**src/verilog/usbf_pkg.sv**
```systemverilog
`default_nettype none

package usbf_pkg;

    // ----------------------------------------------------------
    // Sizes
    // ----------------------------------------------------------
    localparam int EP_NUM     = 4;
    localparam int EP_IDX_W   = $clog2(EP_NUM);
    localparam int DATA_W     = 32;
    localparam int ADDR_W     = 8;
    localparam int FRAME_W    = 11;
    localparam int LEN_W      = 11;
    localparam int DEV_ADDR_W = 7;

    // ----------------------------------------------------------
    // Address map
    // ----------------------------------------------------------
    localparam logic [ADDR_W-1:0] FUNC_CTRL_ADDR = 8'h00;
    localparam logic [ADDR_W-1:0] FUNC_STAT_ADDR = 8'h04;
    localparam logic [ADDR_W-1:0] FUNC_ADDR_ADDR = 8'h08;
    localparam logic [ADDR_W-1:0] EP_INTSTS_ADDR = 8'h0C;
    localparam logic [ADDR_W-1:0] EP_BASE        = 8'h20;
    localparam logic [ADDR_W-1:0] EP_STRIDE      = 8'h10;
    // Offsets inside one endpoint window
    localparam logic [ADDR_W-1:0] EP_CFG_OFS     = 8'h0;
    localparam logic [ADDR_W-1:0] EP_TX_CTRL_OFS = 8'h4;
    localparam logic [ADDR_W-1:0] EP_RX_CTRL_OFS = 8'h8;
    localparam logic [ADDR_W-1:0] EP_STS_OFS     = 8'hC;

    // ----------------------------------------------------------
    // Field positions
    // ----------------------------------------------------------
    localparam int FC_CHIRP_B     = 0;
    localparam int FC_DM_B        = 1;
    localparam int FC_DP_B        = 2;
    localparam int FC_TERM_B      = 3;
    localparam int FC_XCVR_B      = 4;
    localparam int FC_OPMODE_B    = 6;
    localparam int FC_SOF_EN_B    = 8;
    localparam int FC_RST_EN_B    = 9;
    localparam int FS_SOF_B       = 0;
    localparam int FS_RST_B       = 1;
    localparam int FS_LINE_B      = 2;
    localparam int FS_FRAME_B     = 4;
    localparam int FA_DEV_B       = 0;
    localparam int INTSTS_RX_B    = 0;
    localparam int INTSTS_TX_B    = 16;
    localparam int CFG_INT_RX_B   = 0;
    localparam int CFG_INT_TX_B   = 1;
    localparam int CFG_STALL_B    = 2;
    localparam int CFG_ISO_B      = 3;
    localparam int TX_LEN_B       = 0;
    localparam int TX_FLUSH_B     = 16;
    localparam int TX_START_B     = 17;
    localparam int RX_FLUSH_B     = 0;
    localparam int RX_ACCEPT_B    = 1;
    localparam int STS_COUNT_B    = 0;
    localparam int STS_RX_READY_B = 16;
    localparam int STS_RX_SETUP_B = 17;
    localparam int STS_RX_ERR_B   = 18;
    localparam int STS_TX_BUSY_B  = 19;
    localparam int STS_TX_ERR_B   = 20;

    // ----------------------------------------------------------
    // Types
    // ----------------------------------------------------------
    typedef enum logic [3:0] {
        REG_NONE, REG_FUNC_CTRL, REG_FUNC_STAT, REG_FUNC_ADDR, REG_EP_INTSTS,
        REG_EP_CFG, REG_EP_TX_CTRL, REG_EP_RX_CTRL, REG_EP_STS
    } reg_kind_e;

    typedef struct packed {
        logic              wt_en;
        logic              rd_en;
        logic [ADDR_W-1:0] addr;
        logic [DATA_W-1:0] wdata;
    } csr_req_t;

    typedef struct packed {
        reg_kind_e           kind;
        logic [EP_IDX_W-1:0] ep;
        logic                wr;
        logic                rd;
        logic [DATA_W-1:0]   wdata;
    } csr_sel_t;

    typedef struct packed {
        logic       hs_chirp_en;
        logic       dmpulldown;
        logic       dppulldown;
        logic       termselect;
        logic [1:0] xcvrselect;
        logic [1:0] opmode;
    } phy_ctrl_t;

    typedef struct packed {
        logic [LEN_W-1:0] rx_count;
        logic             rx_ready;
        logic             rx_setup;
        logic             rx_err;
        logic             tx_busy;
        logic             tx_err;
    } ep_status_t;

    typedef struct packed {
        logic tx_start;
        logic tx_flush;
        logic rx_flush;
        logic rx_accept;
    } ep_cmd_t;

    typedef struct packed {
        logic              sof;
        logic              bus_rst;
        logic [EP_NUM-1:0] rx_ready;
        logic [EP_NUM-1:0] tx_complete;
    } intr_event_t;

endpackage

`default_nettype wire
```
**src/verilog/usbf_csr_top.sv**
```systemverilog
`timescale 1ns/1ps
`default_nettype none

module usbf_csr_top (
    input  wire                                                  hclk_i,
    input  wire                                                  rst_n_i,
    input  usbf_pkg::csr_req_t                                   req_i,
    input  usbf_pkg::ep_status_t [usbf_pkg::EP_NUM-1:0]          ep_status_i,
    input  wire  [1:0]                                           linestate_i,
    input  wire  [usbf_pkg::FRAME_W-1:0]                         frame_i,
    input  usbf_pkg::intr_event_t                                event_i,
    output logic [usbf_pkg::DATA_W-1:0]                          rdata_o,
    output usbf_pkg::phy_ctrl_t                                  phy_ctrl_o,
    output logic [usbf_pkg::DEV_ADDR_W-1:0]                      dev_addr_o,
    output logic [usbf_pkg::EP_NUM-1:0]                          iso_o,
    output logic [usbf_pkg::EP_NUM-1:0][usbf_pkg::LEN_W-1:0]     tx_len_o,
    output usbf_pkg::ep_cmd_t [usbf_pkg::EP_NUM-1:0]             cmd_o,
    output logic [usbf_pkg::EP_NUM-1:0]                          stall_o,
    output logic                                                 intr_o
);
    import usbf_pkg::*;

    csr_sel_t          sel;
    logic [1:0]        func_flags;
    logic [EP_NUM-1:0] rx_flags;
    logic [EP_NUM-1:0] tx_flags;
    logic [EP_NUM-1:0] int_rx_en;
    logic [EP_NUM-1:0] int_tx_en;
    logic              sof_int_en;
    logic              rst_int_en;
    logic [EP_NUM-1:0] rx_setup;

    for (genvar i = 0; i < EP_NUM; i++) begin : g_setup
        assign rx_setup[i] = ep_status_i[i].rx_setup;
    end

    usbf_csr_decode u_decode (
        .hclk_i  (hclk_i),
        .rst_n_i (rst_n_i),
        .req_i   (req_i),
        .sel_o   (sel)
    );

    usbf_csr_regs u_regs (
        .hclk_i       (hclk_i),
        .rst_n_i      (rst_n_i),
        .sel_i        (sel),
        .ep_status_i  (ep_status_i),
        .linestate_i  (linestate_i),
        .frame_i      (frame_i),
        .stall_i      (stall_o),
        .func_flags_i (func_flags),
        .rx_flags_i   (rx_flags),
        .tx_flags_i   (tx_flags),
        .phy_ctrl_o   (phy_ctrl_o),
        .dev_addr_o   (dev_addr_o),
        .iso_o        (iso_o),
        .int_rx_en_o  (int_rx_en),
        .int_tx_en_o  (int_tx_en),
        .sof_int_en_o (sof_int_en),
        .rst_int_en_o (rst_int_en),
        .tx_len_o     (tx_len_o),
        .rdata_o      (rdata_o)
    );

    usbf_ep_cmd u_ep_cmd (
        .hclk_i     (hclk_i),
        .rst_n_i    (rst_n_i),
        .sel_i      (sel),
        .rx_setup_i (rx_setup),
        .cmd_o      (cmd_o),
        .stall_o    (stall_o)
    );

    usbf_intr u_intr (
        .hclk_i       (hclk_i),
        .rst_n_i      (rst_n_i),
        .sel_i        (sel),
        .event_i      (event_i),
        .sof_int_en_i (sof_int_en),
        .rst_int_en_i (rst_int_en),
        .int_rx_en_i  (int_rx_en),
        .int_tx_en_i  (int_tx_en),
        .func_flags_o (func_flags),
        .rx_flags_o   (rx_flags),
        .tx_flags_o   (tx_flags),
        .intr_o       (intr_o)
    );

endmodule

`default_nettype wire

```
**src/verilog/usbf_intr.sv**
```systemverilog
`timescale 1ns/1ps
`default_nettype none

module usbf_intr (
    input  wire                          hclk_i,
    input  wire                          rst_n_i,
    input  usbf_pkg::csr_sel_t           sel_i,
    input  usbf_pkg::intr_event_t        event_i,
    input  wire                          sof_int_en_i,
    input  wire                          rst_int_en_i,
    input  wire  [usbf_pkg::EP_NUM-1:0]  int_rx_en_i,
    input  wire  [usbf_pkg::EP_NUM-1:0]  int_tx_en_i,
    output logic [1:0]                   func_flags_o,
    output logic [usbf_pkg::EP_NUM-1:0]  rx_flags_o,
    output logic [usbf_pkg::EP_NUM-1:0]  tx_flags_o,
    output logic                         intr_o
);
    import usbf_pkg::*;

    localparam int FLAG_W = 2 + 2 * EP_NUM;

    logic              stat_wr;
    logic              intsts_wr;
    logic [FLAG_W-1:0] flag_set;
    logic [FLAG_W-1:0] flag_clr;
    logic [FLAG_W-1:0] flags_q;

    assign stat_wr   = sel_i.wr && (sel_i.kind == REG_FUNC_STAT);
    assign intsts_wr = sel_i.wr && (sel_i.kind == REG_EP_INTSTS);

    // Flag vector layout {tx, rx, rst, sof}
    assign flag_set = {event_i.tx_complete, event_i.rx_ready, event_i.bus_rst, event_i.sof};
    assign flag_clr = {{EP_NUM{intsts_wr}} & sel_i.wdata[INTSTS_TX_B +: EP_NUM],
                       {EP_NUM{intsts_wr}} & sel_i.wdata[INTSTS_RX_B +: EP_NUM],
                       stat_wr & sel_i.wdata[FS_RST_B],
                       stat_wr & sel_i.wdata[FS_SOF_B]};

    // ----------------------------------------------------------
    // Event flags where set wins over write-one-to-clear
    // ----------------------------------------------------------
    always_ff @(posedge hclk_i) begin
        if (!rst_n_i) begin
            flags_q <= '0;
        end else begin
            flags_q <= flag_set | (flags_q & ~flag_clr);
        end
    end

    assign func_flags_o = flags_q[1:0];
    assign rx_flags_o   = flags_q[2 +: EP_NUM];
    assign tx_flags_o   = flags_q[2 + EP_NUM +: EP_NUM];

    // Masked interrupt line
    assign intr_o = (func_flags_o[0] & sof_int_en_i) |
                    (func_flags_o[1] & rst_int_en_i) |
                    (|(rx_flags_o & int_rx_en_i))   |
                    (|(tx_flags_o & int_tx_en_i));

    // A flag only falls after a write-one-to-clear access
    a_flag_fall_on_clr: assert property (@(posedge hclk_i) disable iff (!rst_n_i)
        $past(rst_n_i) && (($past(flags_q) & ~flags_q) != '0) |->
        $past(stat_wr || intsts_wr));

endmodule

`default_nettype wire

```
**src/verilog/usbf_ep_cmd.sv**
```systemverilog
`timescale 1ns/1ps
`default_nettype none

module usbf_ep_cmd (
    input  wire                                         hclk_i,
    input  wire                                         rst_n_i,
    input  usbf_pkg::csr_sel_t                          sel_i,
    input  wire  [usbf_pkg::EP_NUM-1:0]                 rx_setup_i,
    output usbf_pkg::ep_cmd_t [usbf_pkg::EP_NUM-1:0]    cmd_o,
    output logic [usbf_pkg::EP_NUM-1:0]                 stall_o
);
    import usbf_pkg::*;

    logic [EP_NUM-1:0] tx_wr;
    logic [EP_NUM-1:0] rx_wr;
    logic [EP_NUM-1:0] cfg_wr;

    // One-hot write strobes for the addressed endpoint
    always_comb begin
        tx_wr  = '0;
        rx_wr  = '0;
        cfg_wr = '0;
        if (sel_i.wr) begin
            case (sel_i.kind)
                REG_EP_TX_CTRL: tx_wr[sel_i.ep]  = 1'b1;
                REG_EP_RX_CTRL: rx_wr[sel_i.ep]  = 1'b1;
                REG_EP_CFG:     cfg_wr[sel_i.ep] = 1'b1;
                default: ;
            endcase
        end
    end

    for (genvar i = 0; i < EP_NUM; i++) begin : g_ep
        always_ff @(posedge hclk_i) begin
            if (!rst_n_i) begin
                cmd_o[i]   <= '0;
                stall_o[i] <= 1'b0;
            end else begin
                // Pulse only in the cycle after the write
                cmd_o[i].tx_start  <= tx_wr[i] & sel_i.wdata[TX_START_B];
                cmd_o[i].tx_flush  <= tx_wr[i] & sel_i.wdata[TX_FLUSH_B];
                cmd_o[i].rx_flush  <= rx_wr[i] & sel_i.wdata[RX_FLUSH_B];
                cmd_o[i].rx_accept <= rx_wr[i] & sel_i.wdata[RX_ACCEPT_B];
                // Set has priority over the setup clear
                if (cfg_wr[i] && sel_i.wdata[CFG_STALL_B]) begin
                    stall_o[i] <= 1'b1;
                end else if (rx_setup_i[i]) begin
                    stall_o[i] <= 1'b0;
                end
            end
        end
    end

    // Every command pulse is one cycle wide
    a_pulse_once: assert property (@(posedge hclk_i) disable iff (!rst_n_i)
        (cmd_o & $past(cmd_o)) == '0);

endmodule

`default_nettype wire

```
**src/verilog/usbf_csr_regs.sv**
```systemverilog
`timescale 1ns/1ps
`default_nettype none

module usbf_csr_regs (
    input  wire                                                  hclk_i,
    input  wire                                                  rst_n_i,
    input  usbf_pkg::csr_sel_t                                   sel_i,
    input  usbf_pkg::ep_status_t [usbf_pkg::EP_NUM-1:0]          ep_status_i,
    input  wire  [1:0]                                           linestate_i,
    input  wire  [usbf_pkg::FRAME_W-1:0]                         frame_i,
    input  wire  [usbf_pkg::EP_NUM-1:0]                          stall_i,
    input  wire  [1:0]                                           func_flags_i,
    input  wire  [usbf_pkg::EP_NUM-1:0]                          rx_flags_i,
    input  wire  [usbf_pkg::EP_NUM-1:0]                          tx_flags_i,
    output usbf_pkg::phy_ctrl_t                                  phy_ctrl_o,
    output logic [usbf_pkg::DEV_ADDR_W-1:0]                      dev_addr_o,
    output logic [usbf_pkg::EP_NUM-1:0]                          iso_o,
    output logic [usbf_pkg::EP_NUM-1:0]                          int_rx_en_o,
    output logic [usbf_pkg::EP_NUM-1:0]                          int_tx_en_o,
    output logic                                                 sof_int_en_o,
    output logic                                                 rst_int_en_o,
    output logic [usbf_pkg::EP_NUM-1:0][usbf_pkg::LEN_W-1:0]     tx_len_o,
    output logic [usbf_pkg::DATA_W-1:0]                          rdata_o
);
    import usbf_pkg::*;

    // ----------------------------------------------------------
    // Configuration storage
    // ----------------------------------------------------------
    always_ff @(posedge hclk_i) begin
        if (!rst_n_i) begin
            phy_ctrl_o   <= '0;
            dev_addr_o   <= '0;
            iso_o        <= '0;
            int_rx_en_o  <= '0;
            int_tx_en_o  <= '0;
            sof_int_en_o <= 1'b0;
            rst_int_en_o <= 1'b0;
            tx_len_o     <= '0;
        end else if (sel_i.wr) begin
            case (sel_i.kind)
                REG_FUNC_CTRL: begin
                    phy_ctrl_o.hs_chirp_en <= sel_i.wdata[FC_CHIRP_B];
                    phy_ctrl_o.dmpulldown  <= sel_i.wdata[FC_DM_B];
                    phy_ctrl_o.dppulldown  <= sel_i.wdata[FC_DP_B];
                    phy_ctrl_o.termselect  <= sel_i.wdata[FC_TERM_B];
                    phy_ctrl_o.xcvrselect  <= sel_i.wdata[FC_XCVR_B +: 2];
                    phy_ctrl_o.opmode      <= sel_i.wdata[FC_OPMODE_B +: 2];
                    sof_int_en_o           <= sel_i.wdata[FC_SOF_EN_B];
                    rst_int_en_o           <= sel_i.wdata[FC_RST_EN_B];
                end
                REG_FUNC_ADDR: dev_addr_o <= sel_i.wdata[FA_DEV_B +: DEV_ADDR_W];
                REG_EP_CFG: begin
                    int_rx_en_o[sel_i.ep] <= sel_i.wdata[CFG_INT_RX_B];
                    int_tx_en_o[sel_i.ep] <= sel_i.wdata[CFG_INT_TX_B];
                    iso_o[sel_i.ep]       <= sel_i.wdata[CFG_ISO_B];
                end
                REG_EP_TX_CTRL: tx_len_o[sel_i.ep] <= sel_i.wdata[TX_LEN_B +: LEN_W];
                default: ;
            endcase
        end
    end

    // ----------------------------------------------------------
    // Read-back mux
    // ----------------------------------------------------------
    always_comb begin
        rdata_o = '0;
        if (sel_i.rd) begin
            case (sel_i.kind)
                REG_FUNC_CTRL: begin
                    rdata_o[FC_CHIRP_B]       = phy_ctrl_o.hs_chirp_en;
                    rdata_o[FC_DM_B]          = phy_ctrl_o.dmpulldown;
                    rdata_o[FC_DP_B]          = phy_ctrl_o.dppulldown;
                    rdata_o[FC_TERM_B]        = phy_ctrl_o.termselect;
                    rdata_o[FC_XCVR_B +: 2]   = phy_ctrl_o.xcvrselect;
                    rdata_o[FC_OPMODE_B +: 2] = phy_ctrl_o.opmode;
                    rdata_o[FC_SOF_EN_B]      = sof_int_en_o;
                    rdata_o[FC_RST_EN_B]      = rst_int_en_o;
                end
                REG_FUNC_STAT: begin
                    rdata_o[FS_SOF_B]              = func_flags_i[0];
                    rdata_o[FS_RST_B]              = func_flags_i[1];
                    rdata_o[FS_LINE_B +: 2]        = linestate_i;
                    rdata_o[FS_FRAME_B +: FRAME_W] = frame_i;
                end
                REG_FUNC_ADDR: rdata_o[FA_DEV_B +: DEV_ADDR_W] = dev_addr_o;
                REG_EP_INTSTS: begin
                    rdata_o[INTSTS_RX_B +: EP_NUM] = rx_flags_i;
                    rdata_o[INTSTS_TX_B +: EP_NUM] = tx_flags_i;
                end
                REG_EP_CFG: begin
                    rdata_o[CFG_INT_RX_B] = int_rx_en_o[sel_i.ep];
                    rdata_o[CFG_INT_TX_B] = int_tx_en_o[sel_i.ep];
                    rdata_o[CFG_STALL_B]  = stall_i[sel_i.ep];
                    rdata_o[CFG_ISO_B]    = iso_o[sel_i.ep];
                end
                // Command bits of TX_CTRL and RX_CTRL read as zero
                REG_EP_TX_CTRL: rdata_o[TX_LEN_B +: LEN_W] = tx_len_o[sel_i.ep];
                REG_EP_STS: begin
                    rdata_o[STS_COUNT_B +: LEN_W] = ep_status_i[sel_i.ep].rx_count;
                    rdata_o[STS_RX_READY_B]       = ep_status_i[sel_i.ep].rx_ready;
                    rdata_o[STS_RX_SETUP_B]       = ep_status_i[sel_i.ep].rx_setup;
                    rdata_o[STS_RX_ERR_B]         = ep_status_i[sel_i.ep].rx_err;
                    rdata_o[STS_TX_BUSY_B]        = ep_status_i[sel_i.ep].tx_busy;
                    rdata_o[STS_TX_ERR_B]         = ep_status_i[sel_i.ep].tx_err;
                end
                default: rdata_o = '0;
            endcase
        end
    end

endmodule

`default_nettype wire

```
**src/verilog/usbf_csr_decode.sv**
```systemverilog
`timescale 1ns/1ps
`default_nettype none

module usbf_csr_decode (
    input  wire                 hclk_i,
    input  wire                 rst_n_i,
    input  usbf_pkg::csr_req_t  req_i,
    output usbf_pkg::csr_sel_t  sel_o
);
    import usbf_pkg::*;

    logic [ADDR_W-1:0] ep_ofs;
    logic [ADDR_W-1:0] ep_idx;
    logic [ADDR_W-1:0] ep_sub;

    // Position inside the endpoint register windows
    assign ep_ofs = req_i.addr - EP_BASE;
    assign ep_idx = ep_ofs / EP_STRIDE;
    assign ep_sub = ep_ofs % EP_STRIDE;

    always_comb begin
        sel_o.kind  = REG_NONE;
        sel_o.ep    = ep_idx[EP_IDX_W-1:0];
        sel_o.wr    = req_i.wt_en;
        sel_o.rd    = req_i.rd_en;
        sel_o.wdata = req_i.wdata;
        if (req_i.addr >= EP_BASE && ep_idx < ADDR_W'(EP_NUM)) begin
            case (ep_sub)
                EP_CFG_OFS:     sel_o.kind = REG_EP_CFG;
                EP_TX_CTRL_OFS: sel_o.kind = REG_EP_TX_CTRL;
                EP_RX_CTRL_OFS: sel_o.kind = REG_EP_RX_CTRL;
                EP_STS_OFS:     sel_o.kind = REG_EP_STS;
                default:        sel_o.kind = REG_NONE;
            endcase
        end else begin
            case (req_i.addr)
                FUNC_CTRL_ADDR: sel_o.kind = REG_FUNC_CTRL;
                FUNC_STAT_ADDR: sel_o.kind = REG_FUNC_STAT;
                FUNC_ADDR_ADDR: sel_o.kind = REG_FUNC_ADDR;
                EP_INTSTS_ADDR: sel_o.kind = REG_EP_INTSTS;
                default:        sel_o.kind = REG_NONE;
            endcase
        end
    end

    // Bus master never issues a write and a read in the same cycle
    a_no_wr_rd: assert property (@(posedge hclk_i) disable iff (!rst_n_i)
        !(req_i.wt_en && req_i.rd_en));

endmodule

`default_nettype wire

```
**config.mk**
```make
export PLATFORM = sky130hd
export DESIGN_NAME = usbf_csr_top
export DESIGN_NICKNAME = d
export VERILOG_FILES = /design/src/verilog/usbf_pkg.sv /design/src/verilog/usbf_csr_top.sv /design/src/verilog/usbf_intr.sv /design/src/verilog/usbf_ep_cmd.sv /design/src/verilog/usbf_csr_regs.sv /design/src/verilog/usbf_csr_decode.sv
export SDC_FILE = /design/constraint.sdc
export NUM_CORES = 1
export LEC_CHECK = 0
export BUFFER_PORTS_ARGS = -buffer_cell sky130_fd_sc_hd__buf_4
export CORE_UTILIZATION = 43
export DETAILED_ROUTE_END_ITERATION = 7
export PLACE_DENSITY = 0.86
export RECOVER_POWER = 100
export SLEW_MARGIN = 20
export SYNTH_ARGS = -nofsm -noshare
export SYNTH_HDL_FRONTEND = slang
export SYNTH_SLANG_ARGS = --single-unit
```
**constraint.sdc**
```tcl
create_clock -name hclk_i -period 2.7 [get_ports hclk_i]
set_input_delay 0.54 -clock hclk_i [delete_from_list [all_inputs] [get_ports hclk_i]]
set_output_delay 0.54 -clock hclk_i [all_outputs]
set_load 0.05 [all_outputs]
```
Word level (Yosys, flattened, before mapping)
Cells that the tools add are included.
{"block": "op_classes", "n_addsub": 1, "muxes": 45, "n_bitwise": 30, "magnitude_cmp": 4, "reduce_logical": 20, "n_eq_ne": 14}
{"cell": "$bwmux 44", "n": 1}
{"cell": "$bmux 16 s2", "n": 1}
{"cell": "$mux 4", "n": 8}
{"cell": "$pmux 4 s7", "n": 1}
{"cell": "$pmux 3 s4", "n": 2}
{"cell": "$bmux 11 s2", "n": 1}
{"cell": "$demux 11 s2", "n": 1}
{"cell": "$mux 11", "n": 2}
{"cell": "$mux 21", "n": 1}
{"cell": "$and 1x1->1", "n": 20}
{"cell": "$eq 4x3->1 const B", "n": 5}
{"cell": "$and 4x4->4", "n": 4}
{"cell": "$eq 8x4->1 const B", "n": 2}
{"cell": "$logic_not 8->1", "n": 2}
{"cell": "$mux 16", "n": 1}
{"cell": "$pmux 4 s4", "n": 1}
{"cell": "$pmux 3 s5", "n": 1}
{"cell": "$mux 1", "n": 14}
{"cell": "$bwmux 4", "n": 3}
{"cell": "$eq 4x4->1 const B", "n": 3}
{"cell": "$and 10x10->10", "n": 1}
{"cell": "$not 10->10", "n": 1}
{"cell": "$or 10x10->10", "n": 1}
{"cell": "$bmux 1 s2", "n": 4}
{"cell": "other kinds (16)", "n": 33}
{"block": "totals", "ff_bits": 103, "wordCells": 151, "output_inout_bits": 116, "inputBits": 131}

Depth between registers and ports, before layout
Gate-level depths: netlist of run 1.
{"block": "depth", "ltp_word": 10, "depth_mapped": 10, "depth_no_buf": 7}

Modules after synthesis
A second synthesis of run 1 with hierarchy kept.
{"block": "unflattened", "cells_unflattened": 571, "hier_area_um2": 6089.6}
{"mod": "usbf_csr_regs", "seq_area_each_um2": 1461.4, "instances": 1, "area_per_inst_um2": 4355.4, "cells_each": 399}
{"mod": "usbf_ep_cmd", "seq_area_each_um2": 400.4, "instances": 1, "area_per_inst_um2": 848.3, "cells_each": 65}
{"mod": "usbf_intr", "seq_area_each_um2": 200.2, "instances": 1, "area_per_inst_um2": 462.9, "cells_each": 49}
{"mod": "usbf_csr_decode", "seq_area_each_um2": 0.0, "instances": 1, "area_per_inst_um2": 422.9, "cells_each": 58}

Worst setup path before layout of run 1
Ideal clock, no wire load.
{"block": "synth_path", "path_kind": "input-to-output", "from": "input req_i[37] in the netlist's numbering", "to": "output rdata_o[7] in the netlist's numbering", "required_time_ns": 2.160, "path_slack_ns": -0.866, "stages": 8, "n_path_buf": 1, "arrival_time_ns": 3.026, "path_cell_list": "buf_4 > inv_1 > ha_1 > xnor2_1 > nand2_2 > nor4_4 > a222oi_1 > a21boi_0"}
{"block": "synth_between", "elab_chain_cells": 7, "word_cells_on_any_way": 20, "classes_between": "add/sub: 1; order compare: 2; eq/ne: 7; mux: 8; reduce/logical: 2"}
{"item": "start: declaration", "line_no": "usbf_csr_top.sv:7", "text": "input usbf_pkg::csr_req_t req_i,"}
{"item": "$sub 8x6->8", "line_no": "usbf_csr_decode.sv:17", "text": "assign ep_ofs = req_i.addr - EP_BASE;"}
{"item": "$lt 4x3->1", "line_no": "usbf_csr_decode.sv:27", "text": "if (req_i.addr >= EP_BASE && ep_idx < ADDR_W'(EP_NUM)) begin"}
{"item": "$logic_and 1x1->1", "line_no": "usbf_csr_decode.sv:27"}
{"item": "$mux 4", "line_no": "usbf_csr_decode.sv:27"}
{"item": "$eq 4x4->1 (tied with other cells)", "line_no": "usbf_csr_regs.sv:70", "text": "case (sel_i.kind)"}
{"item": "$pmux 3 s4 *", "line_no": "usbf_csr_regs.sv:70"}
{"item": "$mux 21 *", "line_no": "usbf_csr_regs.sv:69", "text": "if (sel_i.rd) begin"}
{"item": "end: declaration", "line_no": "usbf_csr_top.sv:12", "text": "output logic [usbf_pkg::DATA_W-1:0] rdata_o,"}
Every way passes the cells marked *; elsewhere a longest branch is shown, timed or not. The select of a mux whose other input is x is not followed.

Worst setup path after layout of run 1
{"block": "layout_path", "from": "input req_i[35] in the netlist's numbering", "to": "output rdata_o[3] in the netlist's numbering"}
{"block": "layout_between", "elab_chain_cells": 7, "word_cells_on_any_way": 30, "classes_between": "add/sub: 1; order compare: 2; eq/ne: 13; mux: 11; reduce/logical: 3"}
{"item": "$sub 8x6->8", "line_no": "usbf_csr_decode.sv:17"}
{"item": "$lt 4x3->1 (tied with other cells)", "line_no": "usbf_csr_decode.sv:27"}
{"item": "$logic_and 1x1->1 or $pmux 4 s4 (tied branches)", "line_no": "usbf_csr_decode.sv:27, usbf_csr_decode.sv:28"}
{"item": "$mux 4", "line_no": "usbf_csr_decode.sv:27"}
{"item": "$eq 4x4->1 (tied with other cells)", "line_no": "usbf_csr_regs.sv:70"}
{"item": "$pmux 4 s7 *", "line_no": "usbf_csr_regs.sv:70"}
{"item": "$mux 21 *", "line_no": "usbf_csr_regs.sv:69"}
Marked as above.

==> summary.md, run 1 <==
| Metric | Value |
|---|---|
| Outcome | finished with violations |
| Failing checks | setup timing |
| Drt via density | 5.53 |
| Clock skew | 0 ns |
| Worst setup margin | -0.151 ns |
| Worst-path cell with the longest stage delay | or4_4 |
| CTS clk-pin slew, worst paths | 0.07 ns |
| VDD IR max | 330 uV |
| DR vias | 5567 |
| CTS Buffer Depth | 2 |
| Core area | 12600 sq um |
| Total GRT Usage | 0.291 |
| Post-route ant nets | 0 |
| Worst slew pin tran | 0.880 ns |
| Number of global-route vias before repair | 5491 |
| Crit path required time | 2.16 ns |
| Ant. Diodes | 0 |
| Skew-Pair Late Insertion Delay | 0.33 ns |
| Final period utilization | 1.06 |
| Fraction of layout instances using a drive strength above 1 | 0.368 |
| RR Startpoint | u_intr.flags_q[3]$_SDFF_PN0_ |
| Crit path to | rdata_o[3] |
| CTS tree | done |
| CP Launch Point | req_i[35] |
| Syn Area/Cell | 9.58 sq um |
| WP data arrival | 2.31 ns |
| Num CTS Buffers | 9 |
| Final Max Tran Viols | 0 |
| Placer Congestion | 0.929 |
| DRT Pass-1 Iters | 5 |
| Max_slew headroom | 0.411 |
| Cells after DPL | 985 |
| DRC viols | 0 |
| Post-synth EDFFs | 0 |
| Crit-path most repeated cell | buf_6 |
| Startpoint types | input port |
| Distinct cells, synth | 52 |
| Hold_buf cts | 0 |
| Post-synth ARST share | 0 |
| First-pass GRT wire length | 29200 um |
| Cell Chain, Critical Path | buf_6 > or4_4 > o31a_1 > buf_4 > nor3_4 > a211o_4 > a21oi_4 > buf_6 |
| Seq/Total Area, Yosys | 0.373 |
| Final nets | 962 |
| CP Class | in2out |
| DP Wirelength | 14600 um |
| RSZ-0062 raised after global routing | yes |
| Cell Rows | 41 |
| F_max | 351 MHz |
| Commonest non-fill, non-tap cell in the layout | buf_4 |
| Fin. Hold Viols | 0 |
| Total length of routed wires | 19400 um |
| Worst Reg2Reg Path Length in Cells | 2 |
| Layout Cells excl Fill | 1006 |
| Maxcap violations | 0 |
| FF+latch count, synth | 103 |
| # setup viols final | 10 |
| Ys Warns | 0 |
| Synth Cell Area | 5530 sq um |
| Ys flop type | dfxtp_1 |
| CP Capture Type | primary output |
| Clk sink count | 103 |
| Place WS | -0.293 ns |
| CTS H-Tree Depth | 3 |
| P&R area growth vs syn | 45.0% |
| Initial DRC count | 332 |
| I/O pins | 247 |
| Post-route cell area | 8010 sq um |
| Worst R2R End | u_intr.flags_q[3]$_SDFF_PN0_ |
| Pin count of the biggest net entering global routing | 46 |
| Crit-path max cell delay | 0.58 ns |
| DP Area | 7890 sq um |
| Worst R2R Setup Slack | 1.79 ns |
| Lkg Pwr | 2.97 nW |
| Hold Path Class | in2reg |
| Initial Utilization | 0.440 |
| Most frequent cells in the layout | buf_4, dfxtp_1, nand2_1 |
| Port Buffers | 217 |
| Initial antenna violation count | 0 |
| Minimum clock period | 2.85 ns |
| Die Area | 13300 sq um |
| Crit Path Max Fanout | 4 |
| Die X-Extent | 115 um |
| Clk root buf | clkbuf_16 |
| Overflow after GRT | 0 |
| Routed WL per cell | 19.3 um |
| Hold_ws | 0.399 ns |
| Power per Cell Area | 413 nW/um^2 |
| Cell count after synthesis | 577 |
| Die height | 115 um |
-- stage by stage --
stage / utilization / total power, W / TNS [ns]
global placement: 0.627 / 0.00208 / -2.55
finish: 0.638 / 0.00331 / -0.949
CTS: 0.664 / 0.00332 / -0.805
global route: 0.638 / 0.00342 / -1.97
floorplan: - / 0.00185 / -0.475
detailed placement: 0.627 / 0.00208 / -2.75
-- sequential cells by signal (all words and copies together) (netlist names) --
signal / cells
u_ep_cmd.stall_o: 4
u_regs.dev_addr_o: 7
u_regs.phy_ctrl_o: 8
u_regs.iso_o: 4
u_ep_cmd.cmd_o: 16
u_regs.sof_int_en_o: 1
u_regs.int_tx_en_o: 4
u_intr.flags_q: 10
u_regs.rst_int_en_o: 1
u_regs.int_rx_en_o: 4
u_regs.tx_len_o: 44
-- critical path, delay by kind of cell --
family	cells	cell delay (ns)
simple gates	2	0.79
compound gates	3	0.55
buf+inv	3	0.42
-- kinds of logic after synthesis --
family | count (synthesis) | share of synthesized area
muxes | 54 | 0.169
AOI/OAI and AO/OA | 140 | 0.185
xor gates and xnor gates | 1 | 0.00159
buffers and inverters | 63 | 0.0607
adders and majority gates | 2 | 0.00453
other | 1 | 0.000679
DFF | 103 | 0.373
and+or+nand+nor | 213 | 0.205
-- layer usage --
| metal | up-vias | share of wire | track usage | routed length [um] |
|---|---|---|---|---|
| met5 | - | 0 | 0 | 0 |
| met4 | 0 | 0.033 | 0.118 | 640 |
| met3 | 54 | 0.085 | 0.0738 | 1650 |
| met2 | 281 | 0.48 | 0.477 | 9290 |
| met1 | 2681 | 0.40 | 0.365 | 7850 |
| li1 | 2551 | - | - | - |
-- cell type report --
class                      count  area (sq um)
multi-input combinational    422          3470
sequential                   103          2060
inverter                       6          27.5
timing repair buffer         287          1950
clock buffer                  11           243
tap                          172           215
fill                        1104          4560
clock inverter                 5          41.3
-- worst min path at each step --
| stage | start | end | slack (ns) | depth (start not counted) |
|---|---|---|---|---|
| 2_1_floorplan | u_regs.rst_int_en_o$_SDFFE_PN0P_ | u_regs.rst_int_en_o$_SDFFE_PN0P_ | 0.45 | 2 |
| 3_3_place_gp | u_regs.tx_len_o[35]$_SDFFE_PN0P_ | u_regs.tx_len_o[35]$_SDFFE_PN0P_ | 0.46 | 2 |
| 3_5_place_dp | u_regs.phy_ctrl_o[4]$_SDFFE_PN0P_ | u_regs.phy_ctrl_o[4]$_SDFFE_PN0P_ | 0.48 | 2 |
| 4_1_cts | event_i[7] | u_intr.flags_q[5]$_SDFF_PN0_ | 0.39 | 2 |
| 5_1_grt | event_i[3] | u_intr.flags_q[9]$_SDFF_PN0_ | 0.39 | 2 |
| 6_report | event_i[7] | u_intr.flags_q[5]$_SDFF_PN0_ | 0.40 | 2 |
-- synthesized netlist by cell type, drive strengths merged, types with 2 or more instances --
cell type    n  area (sq um)
dfxtp      103          2060
nand2      100           378
a21boi      66           495
buf         38           241
mux4        31           698
nor2b       28           175
nor2        26          97.6
a22oi       20           150
clkbuf      19          71.3
mux2i       19           190
nand3       17          90.1
o21a        12          90.1
o21ai       12          60.1
nor3        10           123
a21oi        9          45.0
and3         6          37.5
inv          6          22.5
a221oi       5          43.8
nand2b       5          31.3
a222oi       4          40.0
mux2         4          45.0
nand4        4          37.5
nor4         4          55.1
or2          4          25.0
a31oi        3          18.8
a21o         2          15.0
and2         2          12.5
ha           2          25.0
o41a         2          22.5
or4          2          22.5
-- power by group --
part	internal [W]	leakage [nW]	switching [W]
clock	0.000658	0.132	0.000589
sequential	0.00153	0.833	0.0000114
combinational	0.000261	2.00	0.000260
-- timing repair --
action	4_1_cts	5_1_grt
resized for setup	35	7
pin swaps	14	5
endpoints found under the hold margin	0	0
setup buffers	4	2
setup endpoints to repair	15	15
No activity file was read; power rests on OpenSTA's default activity.
==> inputs of run 2 (changes only) <==
--- a/config.mk
+++ b/config.mk
@@ -10,6 +10,7 @@
 export DETAILED_ROUTE_END_ITERATION = 7
 export PLACE_DENSITY = 0.86
 export RECOVER_POWER = 100
+export SKIP_CTS_REPAIR_TIMING = 1
 export SLEW_MARGIN = 20
 export SYNTH_ARGS = -nofsm -noshare
 export SYNTH_HDL_FRONTEND = slang
==> run 2 against run 1 <==
The flow still finishes with violations (setup timing). Cell area increased by 2.1%. Non-clock buffer count decreased by 1. Fmax increased by 0.88%. Highest routed layer unchanged.
==> summary.md, run 2 (synthesized netlist as in run 1, its figures left out) <==
| Metric | Value |
|---|---|
| Total length of routed wires | 19400 um (about the same) |
| Fraction of layout instances using a drive strength above 1 | 0.396 (was 0.368) |
| Clk root buf | clkbuf_16 (unchanged) |
| Cell Rows | 41 (unchanged) |
| Initial antenna violation count | 0 (unchanged) |
| Largest regs | u_regs.tx_len_o x44, u_ep_cmd.cmd_o x16, u_intr.flags_q x10 (unchanged) |
| Clk sink count | 103 (unchanged) |
| Hold Path Class | in2reg (unchanged) |
| DRC viols | 0 (unchanged) |
| Num CTS Buffers | 9 (unchanged) |
| Post-route ant nets | 0 (unchanged) |
| Worst setup margin | -0.126 ns (was -0.151 ns) |
| Power per Cell Area | 406 nW/um^2 (was 413 nW/um^2) |
| Fin. Hold Viols | 0 (unchanged) |
| CTS Buffer Depth | 2 (unchanged) |
| VDD IR max | 331 uV (was 330 uV) |
| Net switching fraction of the power | 0.260 (about the same) |
| Port Buffers | 217 (unchanged) |
| Maxcap violations | 0 (unchanged) |
| Pin count of the biggest net entering global routing | 46 (unchanged) |
| WHS Endpoint | u_intr.flags_q[5]$_SDFF_PN0_ (unchanged) |
| Die X-Extent | 115 um (unchanged) |
| Share of total power in the clock network | 0.376 (was 0.377) |
| Ant. Diodes | 0 (unchanged) |
| Skew-Pair Late Insertion Delay | 0.34 ns (was 0.33 ns) |
| Worst R2R Setup Slack | 1.79 ns (about the same) |
| Switching power | 0.000863 W (was 0.000859 W) |
| DRT Pass-1 Iters | 5 (unchanged) |
| First-pass GRT wire length | 28600 um (was 29200 um) |
| Initial DRC count | 309 (was 332) |
| F_max | 354 MHz (was 351 MHz) |
| Hold_ws | 0.399 ns (about the same) |
| Overflow after GRT | 0 (unchanged) |
| Core area | 12600 sq um (unchanged) |
| Max_slew headroom | 0.419 (was 0.411) |
| Sequential Power Share | 0.465 (was 0.466) |
| Cells after DPL | 985 (unchanged) |
| Outcome | finished with violations (unchanged) |
| P&R area growth vs syn | 48.1% (was 45.0%) |
| Commonest non-fill, non-tap cell in the layout | buf_4 (unchanged) |
| Clock skew | 0 ns (unchanged) |
| Die Area | 13300 sq um (unchanged) |
| Min-delay src | event_i[7] (unchanged) |
| RR Startpoint | u_intr.flags_q[3]$_SDFF_PN0_ (unchanged) |
| Hold path cells | 2 (unchanged) |
| WP data arrival | 2.29 ns (was 2.31 ns) |
| Crit path required time | 2.16 ns (about the same) |
| Worst R2R End | u_intr.flags_q[3]$_SDFF_PN0_ (unchanged) |
| Final period utilization | 1.05 (was 1.06) |
| Most frequent cells in the layout | buf_4, dfxtp_1, nand2_1 (unchanged) |
| Routed WL per cell | 19.3 um (about the same) |
| I/O pins | 247 (unchanged) |
| Crit Path Max Fanout | 4 (unchanged) |
| Drt via density | 5.55 (was 5.53) |
| Minimum clock period | 2.83 ns (was 2.85 ns) |
| Top reg by flops | u_regs.tx_len_o (unchanged) |
| Placer Congestion | 0.929 (unchanged) |
| Number of global-route vias before repair | 5373 (was 5491) |
| CP Class | in2out (unchanged) |
| Pint | 0.00246 W (was 0.00245 W) |
| Lkg Pwr | 3.07 nW (was 2.97 nW) |
| Worst Reg2Reg Path Length in Cells | 2 (unchanged) |
| DR vias | 5574 (was 5567) |
| RSZ-0062 raised after global routing | yes (unchanged) |
| CTS clk-pin slew, worst paths | 0.07 ns (about the same) |
| Comb pwr share | 0.160 (was 0.157) |
| Layout Cells excl Fill | 1005 (was 1006) |
| Final Max Tran Viols | 0 (unchanged) |
| Die height | 115 um (unchanged) |
| # setup viols final | 10 (unchanged) |
| Final nets | 961 (was 962) |
| Initial Utilization | 0.440 (unchanged) |
| Failing checks | setup timing (unchanged) |
| Startpoint types | input port (unchanged) |
| Total GRT Usage | 0.285 (was 0.291) |
| Worst slew pin tran | 0.869 ns (was 0.880 ns) |
| CTS H-Tree Depth | 3 (unchanged) |
| Largest register FFs | 44 (unchanged) |
| DP Wirelength | 14600 um (unchanged) |
| CTS tree | done (unchanged) |
| CP Capture Type | primary output (unchanged) |
run 2: cell types whose count changed in the layout (fill, tap and decap cells not counted), moves of 3 or more:
cell / previous run / this run
clkbuf_1: 89 / 70
buf_4: 174 / 183
buf_6: 19 / 25
buf_8: 1 / 4
run 2: worst max-delay path, cell delays in order:
cell and delay (ns):
buf_6 0.09, or4_4 0.58, o31ai_4 0.23, nand2_1 0.10, a211o_4 0.41, a21oi_4 0.16
buf_6 0.18
run 2: how the worst max path moves through the flow:
stage	endpoint	startpoint	slack, ns	depth (start not counted)
global route	rdata_o[4]	req_i[33]	-0.19	8
floorplan	rdata_o[0]	req_i[37]	-0.07	9
CTS	rdata_o[3]	req_i[33]	-0.31	7
detailed placement	rdata_o[3]	req_i[33]	-0.29	7
finish	rdata_o[3]	req_i[33]	-0.13	7
global placement	rdata_o[3]	req_i[33]	-0.28	7
run 2: area by class of cell:
type / instances / area, sq um
clock inverters: 5 / 41.3
flip-flops and latches: 103 / 2060
repair buffers: 286 / 2070
multi-input cells: 422 / 3520
well taps: 172 / 215
clock buffers: 11 / 243
fillers: 1060 / 4390
inverters: 6 / 30.0
run 2: power by group through the flow:
stage          clock, W  sequential [W]  combinational (W)
2_1_floorplan         0         0.00158           0.000274
3_3_place_gp          0         0.00158           0.000500
3_5_place_dp          0         0.00158           0.000506
4_1_cts         0.00126         0.00154           0.000508
5_1_grt         0.00133         0.00154           0.000561
6_report        0.00125         0.00154           0.000531
run 2: metal layers:
metal	track usage	share of wire
met1	0.364	0.41
met3	0.0701	0.084
met4	0.109	0.028
met5	0	0
met2	0.465	0.48
run 2: metrics by stage:
step	setup WS (ns)	area, sq um	utilization	total power, W	TNS, ns
6_report	-0.126	8180	0.651	0.00332	-0.806
5_1_grt	-0.187	8180	0.651	0.00343	-1.34
4_1_cts	-0.310	8170	0.650	0.00331	-2.97
3_5_place_dp	-0.293	7890	0.627	0.00208	-2.75
3_3_place_gp	-0.283	7890	0.627	0.00208	-2.55
2_1_floorplan	-0.0706	5820	-	0.00185	-0.475
==> inputs of run 3 (changes only) <==
--- a/config.mk
+++ b/config.mk
@@ -6,6 +6,7 @@
 export NUM_CORES = 1
 export LEC_CHECK = 0
 export BUFFER_PORTS_ARGS = -buffer_cell sky130_fd_sc_hd__buf_4
+export CORE_ASPECT_RATIO = 2
 export CORE_UTILIZATION = 43
 export DETAILED_ROUTE_END_ITERATION = 7
 export PLACE_DENSITY = 0.86
==> constraint.sdc (replaced) <==
create_clock -name hclk_i -period 2.5 [get_ports hclk_i]
set_input_delay 0.5 -clock hclk_i [delete_from_list [all_inputs] [get_ports hclk_i]]
set_output_delay 0.5 -clock hclk_i [all_outputs]
set_load 0.05 [all_outputs]
==> run 3 against run 2 <==
The flow still finishes with violations (setup timing). Count of clock-buffer cells in the layout is 1 lower. Global-route usage increased by 2.7 points. Flip-flop and latch count stayed put. Cell area up 0.93%. Clock power rose by 18%. Setup slack lost 0.12 ns. Critical endpoint is now rdata_o[1].
==> summary.md, run 3 (synthesized netlist as in run 1, its figures left out) <==
| Metric | Value |
|---|---|
| Startpoint types | input port (unchanged) |
| Final period utilization | 1.10 |
| Drt via density | 5.76 (was 5.55) |
| CTS Buffer Depth | 2 (unchanged) |
| Layout Cells excl Fill | 991 (was 1005) |
| Clk root buf | clkbuf_16 (unchanged) |
| Share of total power in the clock network | 0.395 (was 0.376) |
| RSZ-0062 raised after global routing | yes (unchanged) |
| Hold Path Class | in2reg (unchanged) |
| DR vias | 5713 (was 5574) |
| DP Wirelength | 15800 um (was 14600 um) |
| Maxcap violations | 0 (unchanged) |
| Core area | 12600 sq um (about the same) |
| CTS clk-pin slew, worst paths | 0.07 ns (about the same) |
| Total length of routed wires | 20700 um (was 19400 um) |
| Die X-Extent | 82.2 um (was 115 um) |
| Top reg by flops | u_regs.tx_len_o (unchanged) |
| Pint | 0.00277 W (was 0.00246 W) |
| Port Buffers | 217 (unchanged) |
| Placer Congestion | 0.882 (was 0.929) |
| Sequential Power Share | 0.448 (was 0.465) |
| Worst Reg2Reg Path Length in Cells | 2 (unchanged) |
| Die height | 162 um (was 115 um) |
| Failing checks | setup timing (unchanged) |
| Lkg Pwr | 3.10 nW (was 3.07 nW) |
| First-pass GRT wire length | 30400 um (was 28600 um) |
| Fillers | 1033 (was 1060) |
| Commonest non-fill, non-tap cell in the layout | buf_4 (unchanged) |
| Post-Route Utilization | 0.658 (was 0.651) |
| Most frequent cells in the layout | buf_4, dfxtp_1, nand2_1 (unchanged) |
| WP data arrival | 2.25 ns (was 2.29 ns) |
| Minimum clock period | 2.75 ns |
| P&R area growth vs syn | 49.4% (was 48.1%) |
| Worst setup margin | -0.248 ns (was -0.126 ns) |
| Cell Rows | 58 (was 41) |
| CP Class | in2out (unchanged) |
| Hold path cells | 2 (unchanged) |
| Hold_ws | 0.351 ns (was 0.399 ns) |
| DRC viols | 0 (unchanged) |
| CP Capture Type | primary output (unchanged) |
| Number of global-route vias before repair | 5775 (was 5373) |
| Clk sink count | 103 (unchanged) |
| Switching power | 0.000959 W (was 0.000863 W) |
| Overflow after GRT | 0 (unchanged) |
| Final nets | 969 (was 961) |
| Fin. Hold Viols | 0 (unchanged) |
| Comb pwr share | 0.158 (was 0.160) |
| Num CTS Buffers | 9 (unchanged) |
| Place WS | -0.413 ns (was -0.293 ns) |
| Cells after DPL | 974 (was 985) |
| Skew-Pair Late Insertion Delay | 0.35 ns (was 0.34 ns) |
| Worst slew pin tran | 0.711 ns (was 0.869 ns) |
| Final Max Tran Viols | 0 (unchanged) |
| Power per Cell Area | 451 nW/um^2 (was 406 nW/um^2) |
| VDD IR max | 394 uV (was 331 uV) |
| Routed WL per cell | 20.8 um (was 19.3 um) |
| Crit Path Max Fanout | 4 (unchanged) |
| Net switching fraction of the power | 0.257 (was 0.260) |
| I/O pins | 247 (unchanged) |
| Ant. Diodes | 0 (unchanged) |
| Total GRT Usage | 0.312 (was 0.285) |
| Crit path required time | 2.00 ns (was 2.16 ns) |
| Largest regs | u_regs.tx_len_o x44, u_ep_cmd.cmd_o x16, u_intr.flags_q x10 (unchanged) |
| # setup viols final | 19 (was 10) |
| Initial DRC count | 498 (was 309) |
| Initial Utilization | 0.440 (about the same) |
| Initial antenna violation count | 1 (was 0) |
| Pin count of the biggest net entering global routing | 74 (was 46) |
| Largest register FFs | 44 (unchanged) |
| CTS tree | done (unchanged) |
| Outcome | finished with violations (unchanged) |
| Max_slew headroom | 0.528 (was 0.419) |
| CTS H-Tree Depth | 3 (unchanged) |
| Die Area | 13300 sq um (about the same) |
| Post-route ant nets | 0 (unchanged) |
| Clock skew | 0 ns (unchanged) |
| F_max | 364 MHz |
| Fraction of layout instances using a drive strength above 1 | 0.392 (was 0.396) |
| DRT Pass-1 Iters | 5 (unchanged) |
run 3: routing by layer:
| metal | global-route usage | part of all wire |
|---|---|---|
| met5 | 0 | 0.00053 |
| met3 | 0.0685 | 0.078 |
| met4 | 0.194 | 0.062 |
| met2 | 0.542 | 0.53 |
| met1 | 0.329 | 0.33 |
run 3: path summary, 6_finish.rpt:
check	start	endpoint	slack [ns]
setup / recovery	req_i[35]	rdata_o[1]	-0.25
hold / removal	event_i[2]	u_intr.flags_q[8]$_SDFF_PN0_	0.35
setup reg to reg	u_intr.flags_q[6]$_SDFF_PN0_	u_intr.flags_q[6]$_SDFF_PN0_	1.63
hold reg to reg	u_regs.tx_len_o[6]$_SDFFE_PN0P_	u_regs.tx_len_o[6]$_SDFFE_PN0P_	0.49
run 3: critical path: stages:
cell,delay [ns]
buf_6,0.09
or4_4,0.59
o31ai_4,0.23
nand2_1,0.10
a211o_4,0.41
a21oi_4,0.15
buf_6,0.17
run 3: through the flow:
step | total power [W] | instance area, sq um | TNS (ns)
after floorplan | 0.00200 | 5820 | -2.00
after global placement | 0.00224 | 7920 | -4.64
after detailed placement | 0.00225 | 7920 | -4.70
after CTS | 0.00371 | 8230 | -4.60
after global routing | 0.00385 | 8260 | -3.55
final | 0.00373 | 8260 | -2.75
run 3: cell type report:
type	count	area, sq um	share of cell area
clock buffers	10	239	0.0289
flip-flops and latches	103	2060	0.250
repair buffers	294	2100	0.254
multi-input cells	422	3570	0.432
well taps	150	188	0.0227
inverters	6	30.0	0.00364
clock inverters	6	76.3	0.00924
run 3: power groups by stage:
stage / clock network [W] / logic, W / registers, W
after CTS: 0.00149 / 0.000549 / 0.00167
after global placement: 0 / 0.000538 / 0.00171
final: 0.00147 / 0.000588 / 0.00167
after detailed placement: 0 / 0.000546 / 0.00171
after global routing: 0.00156 / 0.000619 / 0.00167
after floorplan: 0 / 0.000296 / 0.00170
